### config.mk
export PLATFORM = sky130hd
export DESIGN_NAME = blas_regs
export DESIGN_NICKNAME = d
export VERILOG_FILES = /design/src/hw/blas_pkg.sv /design/src/hw/blas_regs.sv
export VERILOG_INCLUDE_DIRS = /design/src /design/src/hw
export SDC_FILE = /design/constraint.sdc
export NUM_CORES = 1
export LEC_CHECK = 0
export BUFFER_PORTS_ARGS = -buffer_cell sky130_fd_sc_hd__buf_2
export CAP_MARGIN = 20
export CORE_AREA = 2 2 98 100
export CTS_CLUSTER_SIZE = 14
export DETAILED_ROUTE_END_ITERATION = 10
export DIE_AREA = 0 0 100 102
export SLEW_MARGIN = 30
export SYNTH_ARGS = -nofsm -noshare
export SYNTH_HDL_FRONTEND = slang
export SYNTH_SLANG_ARGS = --single-unit
### constraint.sdc
create_clock -name clock -period 6.4 [get_ports clock]
set_input_delay 0.64 -clock clock [delete_from_list [all_inputs] [get_ports clock]]
set_output_delay 0.64 -clock clock [all_outputs]
set_load 0.005 [all_outputs]
### src/hw/blas_macros.svh
// Size macros for data width, lane count, memory depth and issue numbering
`ifndef BLAS_MACROS_SVH
`define BLAS_MACROS_SVH

// Datapath and array size
`define BLAS_DATA_W     32
`define BLAS_NUM_LANES  2
`define BLAS_MEM_DEPTH  16

// Issue number width, wraps at 16
`define BLAS_ISSUE_W    4

// Derived index widths
`define BLAS_ADR_W      $clog2(`BLAS_MEM_DEPTH)
`define BLAS_LANE_W     $clog2(`BLAS_NUM_LANES)

`endif

### src/hw/blas_pkg.sv
// Opcode enum and instruction word union for the engine
`default_nettype none

package blas_pkg;

	typedef enum logic [3:0] {
		OP_NOP  = 4'h0,
		OP_SETA = 4'h1,  // Load alpha from immediate
		OP_AXPY = 4'h2,
		OP_VADD = 4'h3,
		OP_VMUL = 4'h4
	} opcode_e;

	// One instruction word, decoded as vector form or scalar form
	typedef union packed {
		struct packed {
			opcode_e     op;
			logic [3:0]  dst;
			logic [3:0]  src_a;
			logic [3:0]  src_b;
			logic [3:0]  len;    // Element count minus one
			logic [11:0] pad;
		} vec;
		struct packed {
			opcode_e            op;
			logic signed [15:0] imm;
			logic [11:0]        pad;
		} scl;
	} instr_u;

endpackage

`default_nettype wire

### src/hw/blas_regs.sv
// Wishbone classic slave with register map, memory window decode and host stall
`timescale 1ns/1ns
`default_nettype none
`include "blas_macros.svh"

module blas_regs (
	input  logic                          clock,
	input  logic                          rst_n,
	input  logic                          wb_cyc,
	input  logic                          wb_stb,
	input  logic                          wb_we,
	input  logic [7:0]                    wb_adr,
	input  logic [`BLAS_DATA_W-1:0]       wb_dat_i,
	output logic [`BLAS_DATA_W-1:0]       wb_dat_o,
	output logic                          wb_ack,
	input  logic                          busy,
	input  logic [`BLAS_ISSUE_W-1:0]      last_no,
	input  logic [`BLAS_ISSUE_W-1:0]      next_no,
	input  logic [`BLAS_DATA_W-1:0]       alpha,
	output logic                          issue_req,
	output blas_pkg::instr_u              issue_instr,
	output logic [`BLAS_NUM_LANES-1:0]    lane_en,
	output logic                          mem_we,
	output logic [`BLAS_ADR_W-1:0]        mem_adr,
	output logic [`BLAS_LANE_W-1:0]       mem_lane,
	output logic [`BLAS_DATA_W-1:0]       mem_wdata,
	input  logic [`BLAS_NUM_LANES-1:0][`BLAS_DATA_W-1:0] mem_rdata
);

	localparam logic [4:0] REG_CTRL   = 5'h0;
	localparam logic [4:0] REG_STATUS = 5'h1;
	localparam logic [4:0] REG_INSTR  = 5'h2;
	localparam logic [4:0] REG_ALPHA  = 5'h3;

	logic sel_mem;
	logic sel_ctrl;
	logic sel_instr;
	logic stall;
	logic access;

	assign sel_mem   = wb_adr[7];  // 0x80..0xFF
	assign sel_ctrl  = !wb_adr[7] && (wb_adr[6:2] == REG_CTRL);
	assign sel_instr = !wb_adr[7] && (wb_adr[6:2] == REG_INSTR);

	// Back-pressure on issue and memory while lanes run
	assign stall  = busy && (sel_mem || (sel_instr && wb_we));
	assign access = wb_cyc && wb_stb && !wb_ack && !stall;

	assign mem_we    = access && wb_we && sel_mem;
	assign mem_adr   = wb_adr[2 +: `BLAS_ADR_W];
	assign mem_lane  = wb_adr[6 +: `BLAS_LANE_W];
	assign mem_wdata = wb_dat_i;

	always_comb begin
		wb_dat_o = '0;
		if (sel_mem) begin
			wb_dat_o = mem_rdata[mem_lane];
		end else begin
			case (wb_adr[6:2])
				REG_CTRL:   wb_dat_o[`BLAS_NUM_LANES-1:0] = lane_en;
				REG_STATUS: begin
					wb_dat_o[0]                 = busy;
					wb_dat_o[4 +: `BLAS_ISSUE_W] = last_no;
					wb_dat_o[8 +: `BLAS_ISSUE_W] = next_no;
				end
				REG_ALPHA:  wb_dat_o = alpha;
				default:    wb_dat_o = '0;  // INSTR is write-only
			endcase
		end
	end

	always_ff @(posedge clock) begin
		if (!rst_n) begin
			wb_ack    <= 1'b0;
			issue_req <= 1'b0;
			lane_en   <= '1;
		end else begin
			wb_ack    <= access;  // One-cycle pulse
			issue_req <= access && wb_we && sel_instr;
			if (access && wb_we && sel_ctrl)
				lane_en <= wb_dat_i[`BLAS_NUM_LANES-1:0];
		end
	end

	always_ff @(posedge clock) begin
		if (access && wb_we && sel_instr)
			issue_instr <= wb_dat_i;
	end

endmodule

`default_nettype wire

# Word-level counts from Yosys, hierarchy flattened

Cells that the tools add are included.
Widths: inputs -> output; s select.

Output and inout bits: 106
Word-level logic and storage cells: 32
Memories kept: 0
Memory bits (writable): 0
Bits in latches: 0
ROM bits: 0
Flip-flop bits (word level): 36

Reductions and logical operators: 16
Multipliers: 0
Add/subtract/negate cells: 0
Divide/modulo/power cells: 0
Multiplexer cells: 8
Magnitude comparators: 1
Shift operators: 0
Bitwise operators: 0
Eq/ne operators: 3

Operator list:

| operator           | number |
|---|---|
| $mux 32            | 3 |
| $mux 20            | 1 |
| $pmux 8 s2         | 1 |
| $logic_and 1x1->1  | 11 |
| $eq 5x2->1 const B | 2 |
| $eq 5x1->1 const B | 1 |
| $logic_not 5->1    | 1 |
| $logic_not 1->1    | 3 |
| $pmux 1 s3         | 1 |
| $lt 1x2->1 const B | 1 |
| $mux 2             | 1 |
| $pmux 1 s2         | 1 |
| $logic_or 1x1->1   | 1 |

# Longest topological paths before layout

Gate-level depths: netlist of the first run.

Depth after elaboration: 9
Gate-level depth with buffers: 6

# Least setup slack after synthesis of the first run

No wires, ideal clock.

Kind: input-to-reg
Start point: input port wb_adr[6]
End point: register issue_instr[0] in the netlist's numbering (enable)
Setup time: 503 ps
Path slack: 1614 ps
Arrival: 4282 ps
Cell stages on the path: 3
Path through: buf_6 or3_1 nor4_1

Cells in the longest elaborated chain, start to end: 9

RTL lines:

| what                  | line            | RTL |
|---|---|---|
| start, declared       | blas_regs.sv:12 | `input logic [7:0] wb_adr,` |
| $eq 5x2->1 (*)        | blas_regs.sv:43 | `assign sel_instr = !wb_adr[7] && (wb_adr[6:2] == REG_INSTR);` |
| $logic_and 1x1->1 (*) | blas_regs.sv:43 |  |
| $logic_and 1x1->1     | blas_regs.sv:46 | `assign stall = busy && (sel_mem \|\| (sel_instr && wb_we));` |
| $logic_or 1x1->1      | blas_regs.sv:46 |  |
| $logic_and 1x1->1     | blas_regs.sv:46 |  |
| $logic_not 1->1       | blas_regs.sv:47 | `assign access = wb_cyc && wb_stb && !wb_ack && !stall;` |
| $logic_and 1x1->1     | blas_regs.sv:47 |  |
| $logic_and 1x1->1     | blas_regs.sv:86 | `if (access && wb_we && sel_instr)` |
| $logic_and 1x1->1 (*) | blas_regs.sv:86 |  |
| end signal, assigned  | blas_regs.sv:87 | `issue_instr <= wb_dat_i;` |
| end, declared         | blas_regs.sv:21 | `output blas_pkg::instr_u issue_instr,` |

Mark *: on every way between the ends. The rest lies on a longest branch, timed or not.
A chain may end at the register's enable or synchronous reset.

# Final worst setup path of the first run

Start point: input port wb_adr[6]
End point: output port wb_dat_o[1]

Cells in the longest elaborated chain, start to end: 3
Elaborated cells on any way between the ends: 6
Classes of those cells: 1 x eq/ne; 4 x mux; 1 x reduce/logical

RTL lines:

| what                                     | line                             | RTL |
|---|---|---|
| $eq 5x2->1, or another cell as far along | blas_regs.sv:59                  | `case (wb_adr[6:2])` |
| $pmux 1 s2 or $mux 32 (tied branches)    | blas_regs.sv:59, blas_regs.sv:57 |  |
| $mux 32 (*)                              | blas_regs.sv:56                  | `if (sel_mem) begin` |
| end, declared                            | blas_regs.sv:14                  | `` output logic [`BLAS_DATA_W-1:0] wb_dat_o, `` |

Mark *: on every way between the ends. The rest lies on a longest branch, timed or not. The select of a mux whose other input is x is not followed.

==> results of run 1 <==
==> layout by cell type (no fill, tap or decap) <==
cell / count
a211oi_1: 1
clkinv_2: 1
o22ai_1: 1
a22o_1: 23
mux2i_1: 9
and2_1: 1
or4_1: 2
nand4b_1: 1
buf_4: 2
nor4_2: 1
edfxtp_1: 32
or4_4: 1
a221o_1: 1
nand4bb_1: 1
buf_2: 253
a21oi_1: 1
or4b_2: 1
dfxtp_1: 4
bufinv_16: 1
nand3_1: 2
nand2_1: 12
or3_1: 1
nand3b_1: 2
nor2_4: 1
or4b_1: 1
or2_1: 1
inv_1: 3
o31ai_1: 10
nor3_1: 1
clkbuf_8: 5
mux2_2: 32
o21bai_1: 1
nor2_1: 1
clkinvlp_4: 1
==> layer usage <==
layer  track usage  wire length [microns]  part of all wire
met1         0.155                   2920              0.39
met4        0.0495                    143             0.019
met5             0                      0                 0
met3        0.0246                    613             0.082
met2         0.244                   3790              0.51
==> sequential cells by signal (all words and copies together), names as in the netlist <==
| name | count |
|---|---|
| lane_en | 2 |
| issue_instr | 32 |
| issue_req | 1 |
| wb_ack | 1 |
==> worst register-to-register path, stage by stage, from the launching register on <==
cell and delay, ns:
dfxtp_1 0.33, nand4bb_1 0.23, nor4_2 0.22, buf_4 0.40
==> how the worst min path moves through the flow <==
stage,cells past startpoint,slack (ns),from,to
after floorplan,2,0.48,lane_en[0],lane_en[0]
after global placement,2,0.50,lane_en[1],lane_en[1]
after detailed placement,2,0.50,lane_en[1],lane_en[1]
after CTS,2,0.51,lane_en[1],lane_en[1]
after global routing,1,0.53,wb_dat_i[16],issue_instr[16]
final,2,0.51,lane_en[1],lane_en[1]
==> power breakdown <==
group / switching, mW / leakage [nW] / internal, mW / total [mW]
registers: 0.000224 / 0.320 / 0.256 / 0.256
logic: 0.0547 / 1.41 / 0.0769 / 0.132
clock network: 0.0752 / 0.0541 / 0.115 / 0.190
total: 0.130 / 1.79 / 0.448 / 0.578
==> logic make-up (layout without fill, tap and decap cells) <==
family | count (synthesis) | count (layout)
AO/OA/AOI/OAI | 38 | 38
buffers and inverters | 55 | 266
flip-flops | 36 | 36
multiplexers | 41 | 41
AND/OR/NAND/NOR | 30 | 30
==> stage by stage <==
stage,instances,power (mW),area (sq um)
after floorplan,200,0.330,2340
after detailed placement,514,0.394,3420
after CTS,522,0.587,3530
after global routing,522,0.611,3530
final,522,0.578,3530
after global placement,514,0.392,3420
==> area by class of cell <==
cell class,count,share of cell area
inverter,3,0.00319
tap,111,0.0393
clock buffer,5,0.0195
timing repair buffer,255,0.362
sequential,36,0.295
clock inverter,3,0.0120
multi-input combinational,109,0.269
==> out/results.tsv, run 1 <==
metric	value	unit
critical path arrival	2.47	ns
adder-cell share of the synthesized area	0	
Worst-Skew Late Latency	0.28	ns
Max Root-Sink Buffers	2	
final hold violation count	0	
Avg Vias per Cell	4.57	
Worst setup SP type	input port	
post-CTS setup buffers	0	
FF-to-FF setup slack	4.86	ns
final antenna-violating net count	0	
Overall Global Routing Usage	0.133	
FF-to-FF End	issue_instr[8]	
Max Cap Violations	0	
hold slack final	0.507	ns
Buf/Inv on CP	3	
top-count cell post-synth	buf_4	
core area	9110	sq um
WL final	7480	microns
Compound-Gate Fraction of Synth Area	0.133	
Initial Util	0.257	
initial antenna violation count	0	
hpwl dp	6340	microns
crit path to	wb_dat_o[1]	
clock slew at reported path FFs	0.07	ns
area leader, netlist	edfxtp_1	
fill count	932	
Critical Path RT	5.76	ns
CP cell instances	buf_2 > buf_4 > or4_4 > nor2_4 > a221o_1 > buf_2	
largest family of logic cells by synthesized area	multiplexers	
most used cell, CP	buf_2	
CP Max Fanout	37	
setup TNS	0	ns
Mapped Nets	350	
Clock Skew	0.00186	ns
vias post-DR	2386	
top cells by area, synth	edfxtp_1 41%, mux2_2 15%, buf_4 12%, a22o_1 8.6%, mux2i_1 3.8%	
Avg WL per Cell	14.3	microns
Multi-input gate area	951	sq um
post-synthesis simple-gate area fraction	0.0753	
worst stage delay on the critical path	0.59	ns
Final Util	0.388	
VDD IR max	0.0000769	V
RR Startpoint	wb_ack	
CTS tree	built	
starting DRC count in detailed routing	41	
Final WS setup	3.29	ns
# IOs	256	
Max Slew Vio Count	0	
first-pass GRT wire length	10700	microns
cells on worst reg2reg path	3	
number of port buffers	253	
register area	1040	sq um
ratio of cells with drive above 1 in the final layout	0.727	
crit path capture type	primary output	
vias in the first global route	2211	
status	finished, final reports clean	
number of buffers inserted during clock tree synthesis	5	
# clock sinks	36	
cell area after synthesis	2340	sq um
grt ovf	0	
PwrDens	163	nW/um^2
XOR/XNOR Fraction of Synth Area	0	
CP max stage cell	or4_4	
H-tree Lvls	2	
Worst Setup SP	wb_adr[6]	
worst-margin pin slew	0.739	ns
gpl congestion	0.677	
CP Depth	6	
pre-CTS setup slack	2.94	ns
Top Family by Delay on Critical Path	simple AND/OR/NAND/NOR gates	
nets@finish	560	
Final Cycle Share	0.486	
CTS Root Cell	clkbuf_8	
unrepaired setup endpoints after global routing	no	
Post-synth top flop	edfxtp_1	
share of synthesized flip-flops with an asynchronous set or reset	0	
leakage	1.79	nW
Seq cells post-synth	36	
share of the synthesized area in the top cell type	0.410	
sequential fraction of the synthesis area	0.444	
mux share of post-synthesis cell area	0.192	
# hold bufs at CTS	0	
post-synthesis area per instance	11.7	sq um
total number of yosys warnings	0	
first-pass iteration count of the detailed router	4	
Die H	102	microns
num rows	35	
# diodes	0	
Slew headroom	0.507	
Post-synth EDFFs	32	
commonest cells in the netlist	37 x buf_4, 32 x edfxtp_1, 32 x mux2_2	
f_max	0.321	GHz
pin count of the biggest net entering global routing	45	
P&R area growth vs syn	50.8	%
min Tclk post-route	3.11	ns
Crit Path Class	in2out	
Die ar.	10200	sq um
drt drc	0	
synthesized instance count	200	
Hold WC Path Type	reg2reg	
Final setup violation count	0	
post-CTS resize count	0	
distinct cell type count after synthesis	33	
Die X	100	microns
Power figures use the tool's default switching activity.
==> run 2, diff against run 1 <==
--- a/config.mk
+++ b/config.mk
@@ -6,12 +6,13 @@
 export SDC_FILE = /design/constraint.sdc
 export NUM_CORES = 1
 export LEC_CHECK = 0
+export ABC_AREA = 1
 export BUFFER_PORTS_ARGS = -buffer_cell sky130_fd_sc_hd__buf_2
 export CAP_MARGIN = 20
-export CORE_AREA = 2 2 98 100
+export CORE_AREA = 2 2 100 102
 export CTS_CLUSTER_SIZE = 14
 export DETAILED_ROUTE_END_ITERATION = 10
-export DIE_AREA = 0 0 100 102
+export DIE_AREA = 0 0 102 104
 export SLEW_MARGIN = 30
 export SYNTH_ARGS = -nofsm -noshare
 export SYNTH_HDL_FRONTEND = slang
==> constraint.sdc (replaced) <==
create_clock -name clock -period 3.01 [get_ports clock]
set_input_delay 0.301 -clock clock [delete_from_list [all_inputs] [get_ports clock]]
set_output_delay 0.301 -clock clock [all_outputs]
set_load 0.005 [all_outputs]
==> out/results.tsv, run 2 <==
metric	value	unit	change
status	finished, final reports clean		
final antenna-violating net count	0		unchanged
P&R area growth vs syn	53.1	%	
unrepaired setup endpoints after global routing	no		
cell area after synthesis	2310	sq um	-1.5%
clock slew at reported path FFs	0.07	ns	about the same
most frequent cells in the layout	253 x buf_2, 39 x nand2_1, 33 x nor2_1		
nets@finish	638		+14%
total number of yosys warnings	0		unchanged
min Tclk post-route	1.99	ns	
VDD IR max	0.000155	V	+100%
Final WS setup	1.02	ns	-2.27 ns
# clock sinks	36		unchanged
setup TNS	0	ns	unchanged
Tot Pwr	1.22	mW	+110%
share of synthesized flip-flops with an asynchronous set or reset	0		unchanged
Mapped Nets	428		+22%
worst-margin pin slew	0.465	ns	-0.275 ns
post-CTS setup buffers	0		unchanged
Worst setup SP type	input port		
Largest register FFs	32		unchanged
drt drc	0		unchanged
num rows	36		+2.9%
Worst-Skew Late Latency	0.27	ns	about the same
area leader, netlist	edfxtp_1		
WL final	8690	microns	+16%
Seq cells post-synth	36		unchanged
Final setup violation count	0		unchanged
Avg Vias per Cell	4.49		-1.8%
pre-CTS setup slack	0.736	ns	-2.21 ns
Final Cycle Share	0.661		
top-count cell post-synth	nand2_1		
CP Max Fanout	25		-32%
Max Cap Violations	0		unchanged
Die ar.	10600	sq um	+4.0%
# diodes	0		unchanged
initial antenna violation count	0		unchanged
# IOs	256		unchanged
Biggest register	issue_instr		
sequential fraction of the synthesis area	0.451		+0.00699
leakage	1.75	nW	-1.7%
Crit Path Class	in2out		
number of buffers inserted during clock tree synthesis	5		unchanged
post-synthesis area per instance	8.30	sq um	-29%
gpl congestion	0.756		+12%
first-pass iteration count of the detailed router	4		unchanged
Hold WC Path Type	in2reg		
Slew headroom	0.690		+0.183
final hold violation count	0		unchanged
grt ovf	0		unchanged
core area	9550	sq um	+4.8%
commonest cells in the netlist	39 x nand2_1, 37 x buf_4, 34 x nor2_1		
Die H	104	microns	+2.0%
Overall Global Routing Usage	0.153		+0.0201
critical path arrival	1.69	ns	-0.78 ns
Critical Path RT	2.71	ns	-3.05 ns
Top Registers	issue_instr (32), lane_en (2)		
first-pass GRT wire length	12900	microns	+20%
vias in the first global route	2606		+18%
crit path capture type	primary output		
Post-synth top flop	edfxtp_1		
synthesized instance count	278		+39%
number of port buffers	253		unchanged
Max Slew Vio Count	0		unchanged
most common cell after layout, fill and taps aside	buf_2		
share of the synthesized area in the top cell type	0.416		+0.00645
Post-synth EDFFs	32		unchanged
fill count	1045		+12%
CTS tree	built		
Avg WL per Cell	14.0	microns	-2.4%
distinct cell type count after synthesis	24		-27%
starting DRC count in detailed routing	56		+37%
post-CTS resize count	0		unchanged
hpwl dp	7320	microns	+16%
Max Root-Sink Buffers	2		unchanged
Clock Skew	0.00246	ns	+0.000599 ns
top cells by area, synth	edfxtp_1 42%, buf_4 12%, o21ai_0 6.9%, nand2_1 6.3%, o22ai_1 6.0%		
H-tree Lvls	2		unchanged
# hold bufs at CTS	0		unchanged
pin count of the biggest net entering global routing	39		-13%
Initial Util	0.242		-0.0157
CTS Root Cell	clkbuf_8		
Die X	102	microns	+2.0%
PwrDens	347	nW/um^2	+110%
ratio of cells with drive above 1 in the final layout	0.562		-0.165
vias post-DR	2793		+17%
f_max	0.503	GHz	
-- run 2: power by group --
part           internal [mW]  total [mW]  switching, mW
logic                  0.140       0.278          0.138
clock network          0.246       0.402          0.157
registers              0.544       0.544       0.000504
-- run 2: routing by layer --
| metal | wire length (microns) | GRT usage | up-vias |
|---|---|---|---|
| met5 | 0 | 0 | - |
| met4 | 132 | 0.0400 | 0 |
| met3 | 900 | 0.0430 | 11 |
| met2 | 4660 | 0.305 | 173 |
| met1 | 3000 | 0.149 | 1258 |
| li1 | - | - | 1351 |
-- run 2: metrics by stage --
step,hold WS [ns],instance area [sq um],util,instances
global route,0.196,3530,0.370,622
CTS,0.194,3530,0.370,622
detailed placement,0.488,3430,0.359,614
floorplan,0.385,2310,-,278
finish,0.210,3530,0.370,622
global placement,0.489,3430,0.359,614
-- run 2: final cells by class --
cell class / instances / area [sq um] / share of cell area
sequential: 36 / 1040 / 0.295
tap: 133 / 166 / 0.0471
inverter: 15 / 56.3 / 0.0159
multi-input combinational: 171 / 851 / 0.241
clock inverter: 2 / 35.0 / 0.00992
timing repair buffer: 259 / 1310 / 0.371
clock buffer: 6 / 72.6 / 0.0205
-- run 2: kinds of logic (layout without fill, tap and decap cells) --
kind of cell,count (synthesis),count (layout),synth area share
compound gates,69,69,0.175
buf+inv,71,282,0.181
flops,36,36,0.451
simple gates,102,102,0.193
-- run 2: path summary, 6_finish.rpt --
check,startpoint,end,slack [ns],depth (start not counted)
setup / recovery,wb_adr[4],wb_dat_o[8],1.02,10
hold / removal,wb_dat_i[14],issue_instr[14],0.21,1
setup reg to reg,wb_ack,issue_instr[30],1.39,6
hold reg to reg,lane_en[0],lane_en[0],0.51,2
-- run 2: critical path, cell delays in order --
cell	delay (ns)
buf_2	0.10
inv_1	0.04
nand2_1	0.09
nor2_4	0.32
nand3_1	0.11
buf_4	0.24
o21ai_0	0.21
nand2_1	0.07
o21ai_1	0.08
buf_2	0.12
